<file path="config.mk">
export PLATFORM = sky130hd
export DESIGN_NAME = tdc_top
export DESIGN_NICKNAME = d
export VERILOG_FILES = /design/src/common/tdc_pkg.sv /design/src/common/tdc_record_if.sv /design/src/hdl/tdc_top.sv /design/src/hdl/byte_serializer.sv /design/src/tdc/record_arbiter.sv /design/src/tdc/tdc_channel.sv /design/src/hdl/gate_divider.sv
export VERILOG_INCLUDE_DIRS = /design/src /design/src/common
export SDC_FILE = /design/constraint.sdc
export NUM_CORES = 1
export LEC_CHECK = 0
export ABC_AREA = 1
export BUFFER_PORTS_ARGS = -buffer_cell sky130_fd_sc_hd__buf_2
export CELL_PAD_IN_SITES_DETAIL_PLACEMENT = 1
export CELL_PAD_IN_SITES_GLOBAL_PLACEMENT = 1
export CORE_MARGIN = 2
export CORE_UTILIZATION = 40
export CTS_CLUSTER_SIZE = 12
export DETAILED_ROUTE_END_ITERATION = 16
export HOLD_SLACK_MARGIN = 0.06
export PLACE_DENSITY = 0.68
export SETUP_SLACK_MARGIN = 0.3
export SYNTH_ARGS = -nofsm -noshare
export SYNTH_HDL_FRONTEND = slang
export SYNTH_SLANG_ARGS = --single-unit
</file>
<file path="constraint.sdc">
create_clock -name i_clk_gate -period 4.38 [get_ports i_clk_gate]
set_input_delay 0.219 -clock i_clk_gate [delete_from_list [all_inputs] [get_ports i_clk_gate]]
set_output_delay 0.219 -clock i_clk_gate [all_outputs]
set_load 0.005 [all_outputs]
</file>
<file path="src/common/tdc_settings.svh">
// Compile-time sizes of the TDC. Counts must fit TDC_CTR_W and the record must stay 7 bytes
`ifndef TDC_SETTINGS_SVH
`define TDC_SETTINGS_SVH

// ====================
// Counters
// ====================

// Width of period, first and last counts
`define TDC_CTR_W 16

// ====================
// Gate divider
// ====================

// Nominal gate period in clk_gate cycles
`define TDC_DIV_GATE 40
// Trim step applied by finc / fdec
`define TDC_DIV_DELTA 4

// ====================
// Record
// ====================

// Header byte plus three counts of two bytes each
`define TDC_REC_BYTES 7

`endif
</file>
<file path="src/common/tdc_pkg.sv">
// Record types of the TDC; the byte view only matches the fields while TDC_CTR_W is 16
`include "tdc_settings.svh"

package tdc_pkg;

    // ====================
    // Channel identity
    // ====================

    // 0 selects channel A, 1 selects channel B
    typedef logic chan_id_t;

    localparam chan_id_t CHAN_A = 1'b0;
    localparam chan_id_t CHAN_B = 1'b1;

    // ====================
    // Record layout
    // ====================

    // Most significant field first, so the header byte leads on the wire
    typedef struct packed {
        chan_id_t              chan_id;
        // At least one meas edge in the window
        logic                  valid;
        // Header padding, always zero
        logic [5:0]            rsvd;
        logic [`TDC_CTR_W-1:0] period;
        logic [`TDC_CTR_W-1:0] first;
        logic [`TDC_CTR_W-1:0] last;
    } tdc_fields_t;

    // Same word seen as fields or as bytes
    // Byte index REC_BYTES-1 is the header, index 0 the low byte of last
    typedef union packed {
        tdc_fields_t                      f;
        logic [`TDC_REC_BYTES-1:0][7:0]   b;
    } tdc_record_u;

endpackage

</file>
<file path="src/common/tdc_record_if.sv">
// Record bus with valid/ready; the source holds valid and record until the transfer
`timescale 1ns/1ps

interface tdc_record_if;
    import tdc_pkg::*;

    // Record offered by the source
    logic        valid;
    // Sink can take it this cycle
    logic        ready;
    tdc_record_u record;

    // ====================
    // Views
    // ====================

    // Producer side
    modport src (
        output valid,
        output record,
        input  ready
    );

    // Consumer side
    modport dst (
        input  valid,
        input  record,
        output ready
    );

endinterface

</file>
<file path="src/hdl/tdc_top.sv">
// Two-channel TDC on clk_gate only; meas inputs must already be synchronous, no CDC inside
`timescale 1ns/1ps

module tdc_top (
    input  logic       i_clk_gate,
    input  logic       i_rst_gate,
    input  logic       i_en,
    input  logic       i_meas_a,
    input  logic       i_meas_b,
    input  logic       i_gate_finc,
    input  logic       i_gate_fdec,
    input  logic       i_tready,
    output logic [7:0] o_tdata,
    output logic       o_tkeep,
    output logic       o_tvalid,
    output logic       o_tlast
);
    import tdc_pkg::*;

    // Window boundary shared by both channels
    logic gate_tick;

    // ====================
    // Record buses
    // ====================

    // Channel A to arbiter
    tdc_record_if rec_a ();
    // Channel B to arbiter
    tdc_record_if rec_b ();
    // Arbiter to serializer
    tdc_record_if rec_m ();

    // ====================
    // Gate reference
    // ====================

    gate_divider u_gate_div (
        .i_clk_gate (i_clk_gate),
        .i_rst_gate (i_rst_gate),
        .i_finc     (i_gate_finc),
        .i_fdec     (i_gate_fdec),
        .o_tick     (gate_tick)
    );

    // ====================
    // Channels
    // ====================

    tdc_channel #(
        .P_CHAN (CHAN_A)
    ) u_chan_a (
        .i_clk_gate (i_clk_gate),
        .i_rst_gate (i_rst_gate),
        .i_en       (i_en),
        .i_tick     (gate_tick),
        .i_meas     (i_meas_a),
        .rec        (rec_a.src)
    );

    tdc_channel #(
        .P_CHAN (CHAN_B)
    ) u_chan_b (
        .i_clk_gate (i_clk_gate),
        .i_rst_gate (i_rst_gate),
        .i_en       (i_en),
        .i_tick     (gate_tick),
        .i_meas     (i_meas_b),
        .rec        (rec_b.src)
    );

    // Both channels close on the same tick, so collisions are the norm
    record_arbiter u_arb (
        .i_clk_gate (i_clk_gate),
        .i_rst_gate (i_rst_gate),
        .req_a      (rec_a.dst),
        .req_b      (rec_b.dst),
        .grant_out  (rec_m.src)
    );

    // ====================
    // Output stream
    // ====================

    byte_serializer u_ser (
        .i_clk_gate (i_clk_gate),
        .i_rst_gate (i_rst_gate),
        .rec        (rec_m.dst),
        .i_tready   (i_tready),
        .o_tdata    (o_tdata),
        .o_tkeep    (o_tkeep),
        .o_tvalid   (o_tvalid),
        .o_tlast    (o_tlast)
    );

endmodule

</file>
<file path="src/hdl/byte_serializer.sv">
// Record to byte stream, header byte first and counts MSB first; keep is constant 1
`timescale 1ns/1ps
`include "tdc_settings.svh"

module byte_serializer (
    input  logic       i_clk_gate,
    input  logic       i_rst_gate,
    tdc_record_if.dst  rec,
    input  logic       i_tready,
    output logic [7:0] o_tdata,
    output logic       o_tkeep,
    output logic       o_tvalid,
    output logic       o_tlast
);
    import tdc_pkg::*;

    localparam int unsigned IDX_W = $clog2(`TDC_REC_BYTES);
    localparam logic [IDX_W-1:0] LAST_IDX = IDX_W'(`TDC_REC_BYTES - 1);

    // Record in flight
    logic             busy_q;
    // Byte position, 0 is the header
    logic [IDX_W-1:0] idx_q;
    tdc_record_u      word_q;
    tdc_record_u      load_word;
    logic             accept;
    logic             beat;

    // ====================
    // Record intake
    // ====================

    // Only an idle serializer takes a record
    assign rec.ready = ~busy_q;
    assign accept    = rec.valid & ~busy_q;

    // No edge in the window, first and last go out as 0xFF
    always_comb begin
        load_word = rec.record;
        if (!load_word.f.valid) begin
            load_word.f.first = '1;
            load_word.f.last  = '1;
        end
    end

    always_ff @(posedge i_clk_gate) begin
        if (accept) begin
            word_q <= load_word;
        end
    end

    // ====================
    // Byte stepping
    // ====================

    // Byte handed over this cycle
    assign beat = busy_q & i_tready;

    // Idle again the cycle after the last byte
    always_ff @(posedge i_clk_gate or posedge i_rst_gate) begin
        if (i_rst_gate) begin
            busy_q <= 1'b0;
            idx_q  <= '0;
        end else if (accept) begin
            busy_q <= 1'b1;
            idx_q  <= '0;
        end else if (beat) begin
            if (idx_q == LAST_IDX) begin
                busy_q <= 1'b0;
            end else begin
                idx_q <= idx_q + 1'b1;
            end
        end
    end

    // ====================
    // Stream outputs
    // ====================

    // Header sits at the top byte of the union
    assign o_tdata  = word_q.b[LAST_IDX - idx_q];
    assign o_tvalid = busy_q;
    // Held with the byte under back-pressure
    assign o_tlast  = busy_q & (idx_q == LAST_IDX);
    assign o_tkeep  = 1'b1;

endmodule

</file>
<file path="src/tdc/record_arbiter.sv">
// Round-robin merge of two record buses; sources must hold valid until they are served
`timescale 1ns/1ps

module record_arbiter (
    input  logic      i_clk_gate,
    input  logic      i_rst_gate,
    tdc_record_if.dst req_a,
    tdc_record_if.dst req_b,
    tdc_record_if.src grant_out
);
    import tdc_pkg::*;

    // Last served channel, B after reset so that A goes first
    chan_id_t owner_q;
    // Offered record not yet taken
    logic     hold_q;
    chan_id_t sel;

    // ====================
    // Grant
    // ====================

    always_comb begin
        if (hold_q) begin
            // Locked until the waiting record transfers
            sel = owner_q;
        end else if (req_a.valid && req_b.valid) begin
            // Collision, the other channel's turn
            sel = (owner_q == CHAN_A) ? CHAN_B : CHAN_A;
        end else if (req_b.valid) begin
            sel = CHAN_B;
        end else begin
            sel = CHAN_A;
        end
    end

    // Owner follows the offered grant; it only differs from the winner
    // of the last transfer while the lock is off
    always_ff @(posedge i_clk_gate or posedge i_rst_gate) begin
        if (i_rst_gate) begin
            owner_q <= CHAN_B;
            hold_q  <= 1'b0;
        end else if (grant_out.valid) begin
            owner_q <= sel;
            hold_q  <= ~grant_out.ready;
        end
    end

    // ====================
    // Data path
    // ====================

    // Pure mux, no register on the record
    assign grant_out.valid  = (sel == CHAN_B) ? req_b.valid : req_a.valid;
    assign grant_out.record = (sel == CHAN_B) ? req_b.record : req_a.record;

    // Ready only to the granted side
    assign req_a.ready = grant_out.ready & (sel == CHAN_A);
    assign req_b.ready = grant_out.ready & (sel == CHAN_B);

endmodule

</file>
<file path="src/tdc/tdc_channel.sv">
// One TDC channel; i_meas is assumed synchronous to clk_gate, one record is held at most
`timescale 1ns/1ps
`include "tdc_settings.svh"

module tdc_channel #(
    parameter tdc_pkg::chan_id_t P_CHAN = 1'b0
) (
    input  logic      i_clk_gate,
    input  logic      i_rst_gate,
    input  logic      i_en,
    input  logic      i_tick,
    input  logic      i_meas,
    tdc_record_if.src rec
);
    import tdc_pkg::*;

    // Edge detect
    logic                  meas_q;
    logic                  edge_q;
    // Cycles since the last tick
    logic [`TDC_CTR_W-1:0] win_ctr_q;
    // Edge offsets of the open window
    logic [`TDC_CTR_W-1:0] first_q;
    logic [`TDC_CTR_W-1:0] last_q;
    logic                  seen_q;
    // Set once a full window has started under enable
    logic                  armed_q;
    logic                  load;
    tdc_fields_t           fields;

    // ====================
    // Edge detect
    // ====================

    // Pulse appears the cycle after the input rises
    always_ff @(posedge i_clk_gate or posedge i_rst_gate) begin
        if (i_rst_gate) begin
            meas_q <= 1'b0;
            edge_q <= 1'b0;
        end else begin
            meas_q <= i_meas;
            edge_q <= i_meas & ~meas_q;
        end
    end

    // ====================
    // Window counters
    // ====================

    // Tick cycle is offset 0; at the next tick the count equals the period
    always_ff @(posedge i_clk_gate or posedge i_rst_gate) begin
        if (i_rst_gate) begin
            win_ctr_q <= '0;
        end else if (i_tick) begin
            win_ctr_q <= `TDC_CTR_W'(1);
        end else begin
            win_ctr_q <= win_ctr_q + 1'b1;
        end
    end

    // Edge seen flag of the open window
    // An edge on the tick cycle opens the new window at offset 0
    always_ff @(posedge i_clk_gate or posedge i_rst_gate) begin
        if (i_rst_gate) begin
            seen_q <= 1'b0;
        end else if (i_tick) begin
            seen_q <= edge_q;
        end else if (edge_q) begin
            seen_q <= 1'b1;
        end
    end

    // Offsets, meaningless while seen_q is low
    always_ff @(posedge i_clk_gate) begin
        if (i_tick) begin
            first_q <= '0;
            last_q  <= '0;
        end else if (edge_q) begin
            // First only on the first edge, last on every edge
            if (!seen_q) begin
                first_q <= win_ctr_q;
            end
            last_q <= win_ctr_q;
        end
    end

    // ====================
    // Record build
    // ====================

    // Partial window after reset or enable is not reported
    always_ff @(posedge i_clk_gate or posedge i_rst_gate) begin
        if (i_rst_gate) begin
            armed_q <= 1'b0;
        end else if (!i_en) begin
            armed_q <= 1'b0;
        end else if (i_tick) begin
            armed_q <= 1'b1;
        end
    end

    always_comb begin
        fields.chan_id = P_CHAN;
        fields.valid   = seen_q;
        fields.rsvd    = '0;
        fields.period  = win_ctr_q;
        fields.first   = first_q;
        fields.last    = last_q;
    end

    // Drop the record when the holding register stays full
    assign load = i_tick & i_en & armed_q & ~(rec.valid & ~rec.ready);

    // ====================
    // Holding register
    // ====================

    always_ff @(posedge i_clk_gate or posedge i_rst_gate) begin
        if (i_rst_gate) begin
            rec.valid <= 1'b0;
        end else if (load) begin
            rec.valid <= 1'b1;
        end else if (rec.ready) begin
            rec.valid <= 1'b0;
        end
    end

    always_ff @(posedge i_clk_gate) begin
        if (load) begin
            rec.record.f <= fields;
        end
    end

endmodule

</file>
<file path="src/hdl/gate_divider.sv">
// Gate tick generator; finc and fdec must already be synchronous to clk_gate, finc wins
`timescale 1ns/1ps
`include "tdc_settings.svh"

module gate_divider (
    input  logic i_clk_gate,
    input  logic i_rst_gate,
    input  logic i_finc,
    input  logic i_fdec,
    output logic o_tick
);

    // Wide enough for the longest (slowed) period
    localparam int unsigned DIV_W = $clog2(`TDC_DIV_GATE + `TDC_DIV_DELTA);

    // Reload values, counted down to zero
    localparam logic [DIV_W-1:0] RELOAD_NOM  = DIV_W'(`TDC_DIV_GATE - 1);
    localparam logic [DIV_W-1:0] RELOAD_SLOW = DIV_W'(`TDC_DIV_GATE - 1 + `TDC_DIV_DELTA);
    localparam logic [DIV_W-1:0] RELOAD_FAST = DIV_W'(`TDC_DIV_GATE - 1 - `TDC_DIV_DELTA);

    logic [DIV_W-1:0] div_ctr_q;
    logic [DIV_W-1:0] reload;

    // ====================
    // Period select
    // ====================

    // Trim only matters on the tick cycle
    always_comb begin
        if (i_finc) begin
            reload = RELOAD_FAST;
        end else if (i_fdec) begin
            reload = RELOAD_SLOW;
        end else begin
            reload = RELOAD_NOM;
        end
    end

    // ====================
    // Down-counter
    // ====================

    // Starts at zero, so the first tick is the first cycle out of reset
    always_ff @(posedge i_clk_gate or posedge i_rst_gate) begin
        if (i_rst_gate) begin
            div_ctr_q <= '0;
        end else if (div_ctr_q != '0) begin
            div_ctr_q <= div_ctr_q - 1'b1;
        end else begin
            div_ctr_q <= reload;
        end
    end

    // One-cycle pulse at zero
    assign o_tick = (div_ctr_q == '0);

endmodule

</file>
======== Word-level counts from Yosys, hierarchy flattened ========
Index checks and enable logic that the tools add are counted.
operators by class
  add/subtract/negate cells ............... 5
  magnitude comparators ................... 1
  equal/unequal tests ..................... 3
  mux-type cells .......................... 29
  bitwise logic cells ..................... 23
  reductions and logical operators ........ 13
operator list
  cell                                                 number
  2-to-1 mux 56 bit                                    1
  adder 16 x 1 -> 16 bit (second input constant)       2
  2-to-1 mux 16 bit                                    2
  binary-select mux 8 bit (select 3 bit)               1
  2-to-1 mux 1 bit                                     18
  bitwise AND 1 bit                                    13
  2-to-1 mux 6 bit                                     2
  nonzero test 2 bit                                   6
  inverter 1 bit                                       10
  2-to-1 mux 3 bit                                     3
  2-to-1 mux 8 bit                                     1
  AND reduction 2 bit                                  4
  zero test 6 bit                                      1
  nonzero test 6 bit                                   1
  subtractor 6 x 1 -> 6 bit (second input constant)    1
  < comparator 3 x 4 -> 1 bit (second input constant)  1
  2-to-1 mux 4 bit                                     1
  != test 2 x 1 -> 1 bit (second input constant)       2
  adder 3 x 1 -> 3 bit (second input constant)         1
  equality test 3 bit (second input constant)          1
  subtractor 3 bit (first input constant)              1
  logical AND 1 bit                                    1
storage, ports and cells
  bits in registers ....................... 271
  input bits .............................. 8
  output and inout bits ................... 11
  logic and storage cells ................. 98

======== Longest topological paths before layout ========
  word-level depth ........................ 10
  gate-level depth with buffers ........... 10

======== Modules after synthesis ========
A second synthesis with hierarchy kept.
second synthesis, totals
  cells, all modules ...................... 1,207
  area total of the unflattened synthesis .. 11,380.9 sq um
by module, submodules not included
  module                   times used  cells an instance  area each (sq um)
  tdc_channel at u_chan_b  1           316                3,642.2
  tdc_channel at u_chan_a  1           315                3,638.5
  byte_serializer          1           331                2,900.3
  record_arbiter           1           200                852.1
  gate_divider             1           45                 347.8

======== Worst setup path before layout ========
No wires, ideal clock.
  path kind ............................... reg2reg
  start ................................... register u_gate_div.div_ctr_q[0]
  end ..................................... register u_chan_a.rec.record[0] (enable)
  arrival ................................. 3.178 ns
  data required time ...................... 3.924 ns
  setup slack ............................. 0.746 ns
  stages on the path, launching flop included .. 10
  path buffers ............................ 1
  period minus slack after synthesis ...... 3.634 ns
  cell sequence ........................... dfrtp_1 > inv_1 > ha_1 > nand2_1 > inv_2 > nand2_2 > inv_2 > buf_4 > nand3_1 > nor2_1
between the ends
  cells in the longest elaborated chain, start to end .. 4
ends and longest elaborated chain
  item                    line                 RTL
  from (decl)             gate_divider.sv:21   logic [DIV_W-1:0] div_ctr_q;
  from (signal assigned)  gate_divider.sv:48   div_ctr_q <= div_ctr_q - 1'b1;
  from (signal assigned)  gate_divider.sv:50   div_ctr_q <= reload;
  zero test 6 bit         gate_divider.sv:55   assign o_tick = (div_ctr_q == '0);
  bitwise AND 1 bit       tdc_channel.sv:112   assign load = i_tick & i_en & armed_q & ~(rec.valid & ~rec.ready);
  bitwise AND 1 bit       -
  bitwise AND 1 bit       tdc_channel.sv:112
  net u_chan_a.load       tdc_channel.sv:28    logic load;
  to (decl)               tdc_record_if.sv:20  output record,
The timed path passes the listed nets, and every way through them passes these cells.
A chain may end at the register's enable or synchronous reset.

======== Worst setup path in the final report ========
  start ................................... register u_ser.idx_q[0]
  end ..................................... output port o_tdata[6]
between the ends
  cells in the longest elaborated chain, start to end .. 3
ends and longest elaborated chain
  item                                    line                   RTL
  from (decl)                             byte_serializer.sv:23  logic [IDX_W-1:0] idx_q;
  from (signal assigned)                  byte_serializer.sv:71  idx_q <= idx_q + 1'b1;
  subtractor 3 bit                        byte_serializer.sv:81  assign o_tdata = word_q.b[LAST_IDX - idx_q];
  binary-select mux 8 bit (select 3 bit)  byte_serializer.sv:81
  2-to-1 mux 8 bit (not written as such)  byte_serializer.sv:81
  to (decl)                               tdc_top.sv:13          output logic [7:0] o_tdata,
Every way passes these cells. The select of a mux whose other input is x is not followed.

==> reports/metrics.yaml <==
synth:
  synthesis.nets: 1028
  yosys-top-cells-count: "nand2_1 (287), edfxtp_1 (148), nor2_1 (100), inv_1 (76), nand3_1 (70)"
  ys_seq_area_share_pct: 66.5
  synth_cells: 1015
  synth.distinct_cells: 38
  synth-main-ff-cell: "edfxtp_1"
  ys_ff_latch: 265
  synth_area_um2: 10600
  yosysTopAreaCell: "edfxtp_1"
  async_flop_share_pct: 20.0
  ys_warn_count: 0
  yosysTopAreaCellShare_pct: 41.9
  synth-edff-count: 148
  yosysMostFrequentCell: "nand2_1"
  synth.area.top_cells: "edfxtp_1 (42%), dfrtp_1 (12%), dfxtp_1 (12%)"
  postSynthAreaPerCell_um2: 10.4
clocking:
  cts_resized: 0
  clk_transition_reported_paths_ns: 0.06
  cts-htree-levels: 1
  post_cts_buffers: 0
  clock-root-buffer: "clkbuf_16"
  cts_hold_buf: 8
  cts_made_buffers: 28
  cts_tree: "done"
  cts_sinks: 265
  max-clock-path-buffers: 3
  clk_latency_ns: 0.54
sta:
  worstMarginPinSlew_ns: 0.852
  period_share_pct: 75.4
  rsz0062_at_grt: "false"
  fin_crit_ns: 3.30
  setup_viol: 0
  fmax_mhz: 303
  setup_ws_ns: 1.08
  tns_ns: 0
  hold_viol_final: 0
  fin_skew_ns: 0.0135
  slew-limit-headroom_pct: 43.1
  slew_viol_final: 0
drt:
  ant_nets: 0
  dr.pass1.iters: 4
  vias: 6978
  drc_errors: 0
  drtIter0Drc: 470
  wl_per_cell_um: 19.1
  viasPerCell: 5.01
  wirelength_um: 26600
floorplanning:
  rows: 59
  die_w_um: 167
  start_util_pct: 40.7
  die_area_um2: 27800
  die_y_um: 167
  core_um2: 26100
  ioPinCount: 19
critical_path:
  path_max_fanout: 21
  r2r-start: "u_gate_div.div_ctr_q[0]$_DFF_PP0_"
  cp-startpoint: "u_ser.idx_q[0]$_DFFE_PP0P_"
  path_class: "flip-flop to primary output"
  endpoint_kind: "primary output"
  startpoint_type: "flip-flop"
  arrival_ns: 3.08
  worstPathRequired_ns: 4.16
worst_hold_path:
  hp-class: "input pin to flip-flop"
  hold_path_startpoint: "i_meas_b"
finish:
  antenna_cells: 0
  drive_above_1_share_pct: 11.7
  layout.nets: 1048
  multiInputGateArea_um2: 3020
  area.growth.synth_to_final_pct: 12.7
  ff_latch_area_um2: 7050
  nFillCells: 2871
placed_design:
  io_buffer_count: 17
  place_ws_ns: 1.66
  place_hpwl_um: 18200
  gp_congestion: 0.861
power_and_ir_drop:
  combPwrFrac_pct: 24.7
  p_clk_share_pct: 31.5
  p_int_w: 0.00496
  power_frac_seq_pct: 43.8
  p_per_area_nw_per_um2: 619
  irDropWorstVdd_mv: 0.413
  p_sw_w: 0.00243
  leakage_nw: 4.93
  switching_share_pct: 32.9
global_route:
  grt_max_degree: 58
  grt_antenna_before_repair: 0
  grt_pass1_vias: 7275
  grt_use_total_pct: 19.5
  grt_pass1_wl_um: 41900
  grt_overflow: 0
run:
  maxCapViolCount: 0
run_status:
  status: "completed"
==> state kept, by name, summed over array words and instances, names as in the netlist, 16 cells and up <==
signal	cells
u_chan_a.first_q	16
u_chan_a.last_q	16
u_chan_a.rec.record	49
u_chan_a.win_ctr_q	16
u_chan_b.first_q	16
u_chan_b.last_q	16
u_chan_b.rec.record	49
u_chan_b.win_ctr_q	16
u_ser.word_q	50
==> worst max-delay path: stages (launching register included) <==
cell,delay [ns]
dfrtp_1,0.32
buf_4,0.23
inv_1,0.30
ha_1,0.74
inv_1,0.36
nor2_1,0.18
o21ai_0,0.09
nand2_1,0.09
nand2_1,0.05
nand3_1,0.08
buf_2,0.11
==> per-stage QoR <==
stage | util [%] | std cells | cell area [µm²] | hold WS, ns | power [W]
after detailed placement | 42.1 | 1332 | 11000 | 0.343 | 0.00514
after floorplan | - | 1015 | 10600 | 0.250 | 0.00450
after global routing | 45.8 | 1392 | 11900 | 0.350 | 0.00781
after CTS | 45.8 | 1392 | 11900 | 0.312 | 0.00747
final | 45.8 | 1392 | 11900 | 0.339 | 0.00739
after global placement | 42.1 | 1332 | 11000 | 0.341 | 0.00507
==> final timing paths <==
kind / to / slack (ns) / depth (start not counted)
setup / recovery: o_tdata[6] / 1.08 / 10
max in group asynchronous: u_ser.idx_q[1]$_DFFE_PP0P_ / 3.42 / 4
min in group asynchronous: u_gate_div.div_ctr_q[3]$_DFF_PP0_ / 0.46 / 4
hold reg to reg: u_chan_a.edge_q$_DFF_PP0_ / 0.39 / 1
hold / removal: u_chan_b.meas_q$_DFF_PP0_ / 0.34 / 2
setup reg to reg: u_chan_a.rec.record[45]$_DFFE_PP_ / 1.85 / 9
==> logic make-up (layout without fill, tap and decap cells) <==
group                    count (synthesis)  after routing  share of synthesized area [%]
AND/OR/NAND/NOR                        481            481                           18.5
flip-flops                             265            265                           66.5
adder cells (fa/ha/maj)                  5              5                          0.590
AO/OA/AOI/OAI                           95             95                           4.80
XOR/XNOR                                 9              9                          0.921
other                                    1              1                         0.0354
multiplexers                            32             32                           3.40
buffers and inverters                  127            169                           5.22
==> power by group through the flow <==
stage	Sequential (W)	Combinational, W	Clock (W)
floorplan	0.00318	0.00132	0
global placement	0.00328	0.00179	0
detailed placement	0.00329	0.00185	0
CTS	0.00324	0.00186	0.00237
global route	0.00327	0.00206	0.00247
finish	0.00323	0.00183	0.00233
==> routing by layer <==
layer,GRT usage (%),vias up,wire [µm]
li1,-,3388,-
met1,26.1,3447,12300
met2,33.0,102,12800
met3,2.42,41,782
met4,6.41,0,777
met5,0,-,0
==> cells in the final DEF, fill, tap and decap left out, types with 29 or more instances in the layout <==
cell type,n
dfxtp_1,64
mux2_2,32
clkbuf_16,29
edfxtp_1,148
a21oi_1,41
inv_1,75
nand3_1,70
nor2_1,97
o21ai_0,35
nand2_1,287
dfrtp_1,52
==> layout make-up <==
class | instances | area share, %
clock buffer | 47 | 6.92
clock inverter | 5 | 0.628
inverter | 81 | 2.57
multi-input combinational | 623 | 25.3
sequential | 265 | 59.0
tap | 335 | 3.51
timing repair buffer | 36 | 2.07
(Power assumes the default switching activity.)
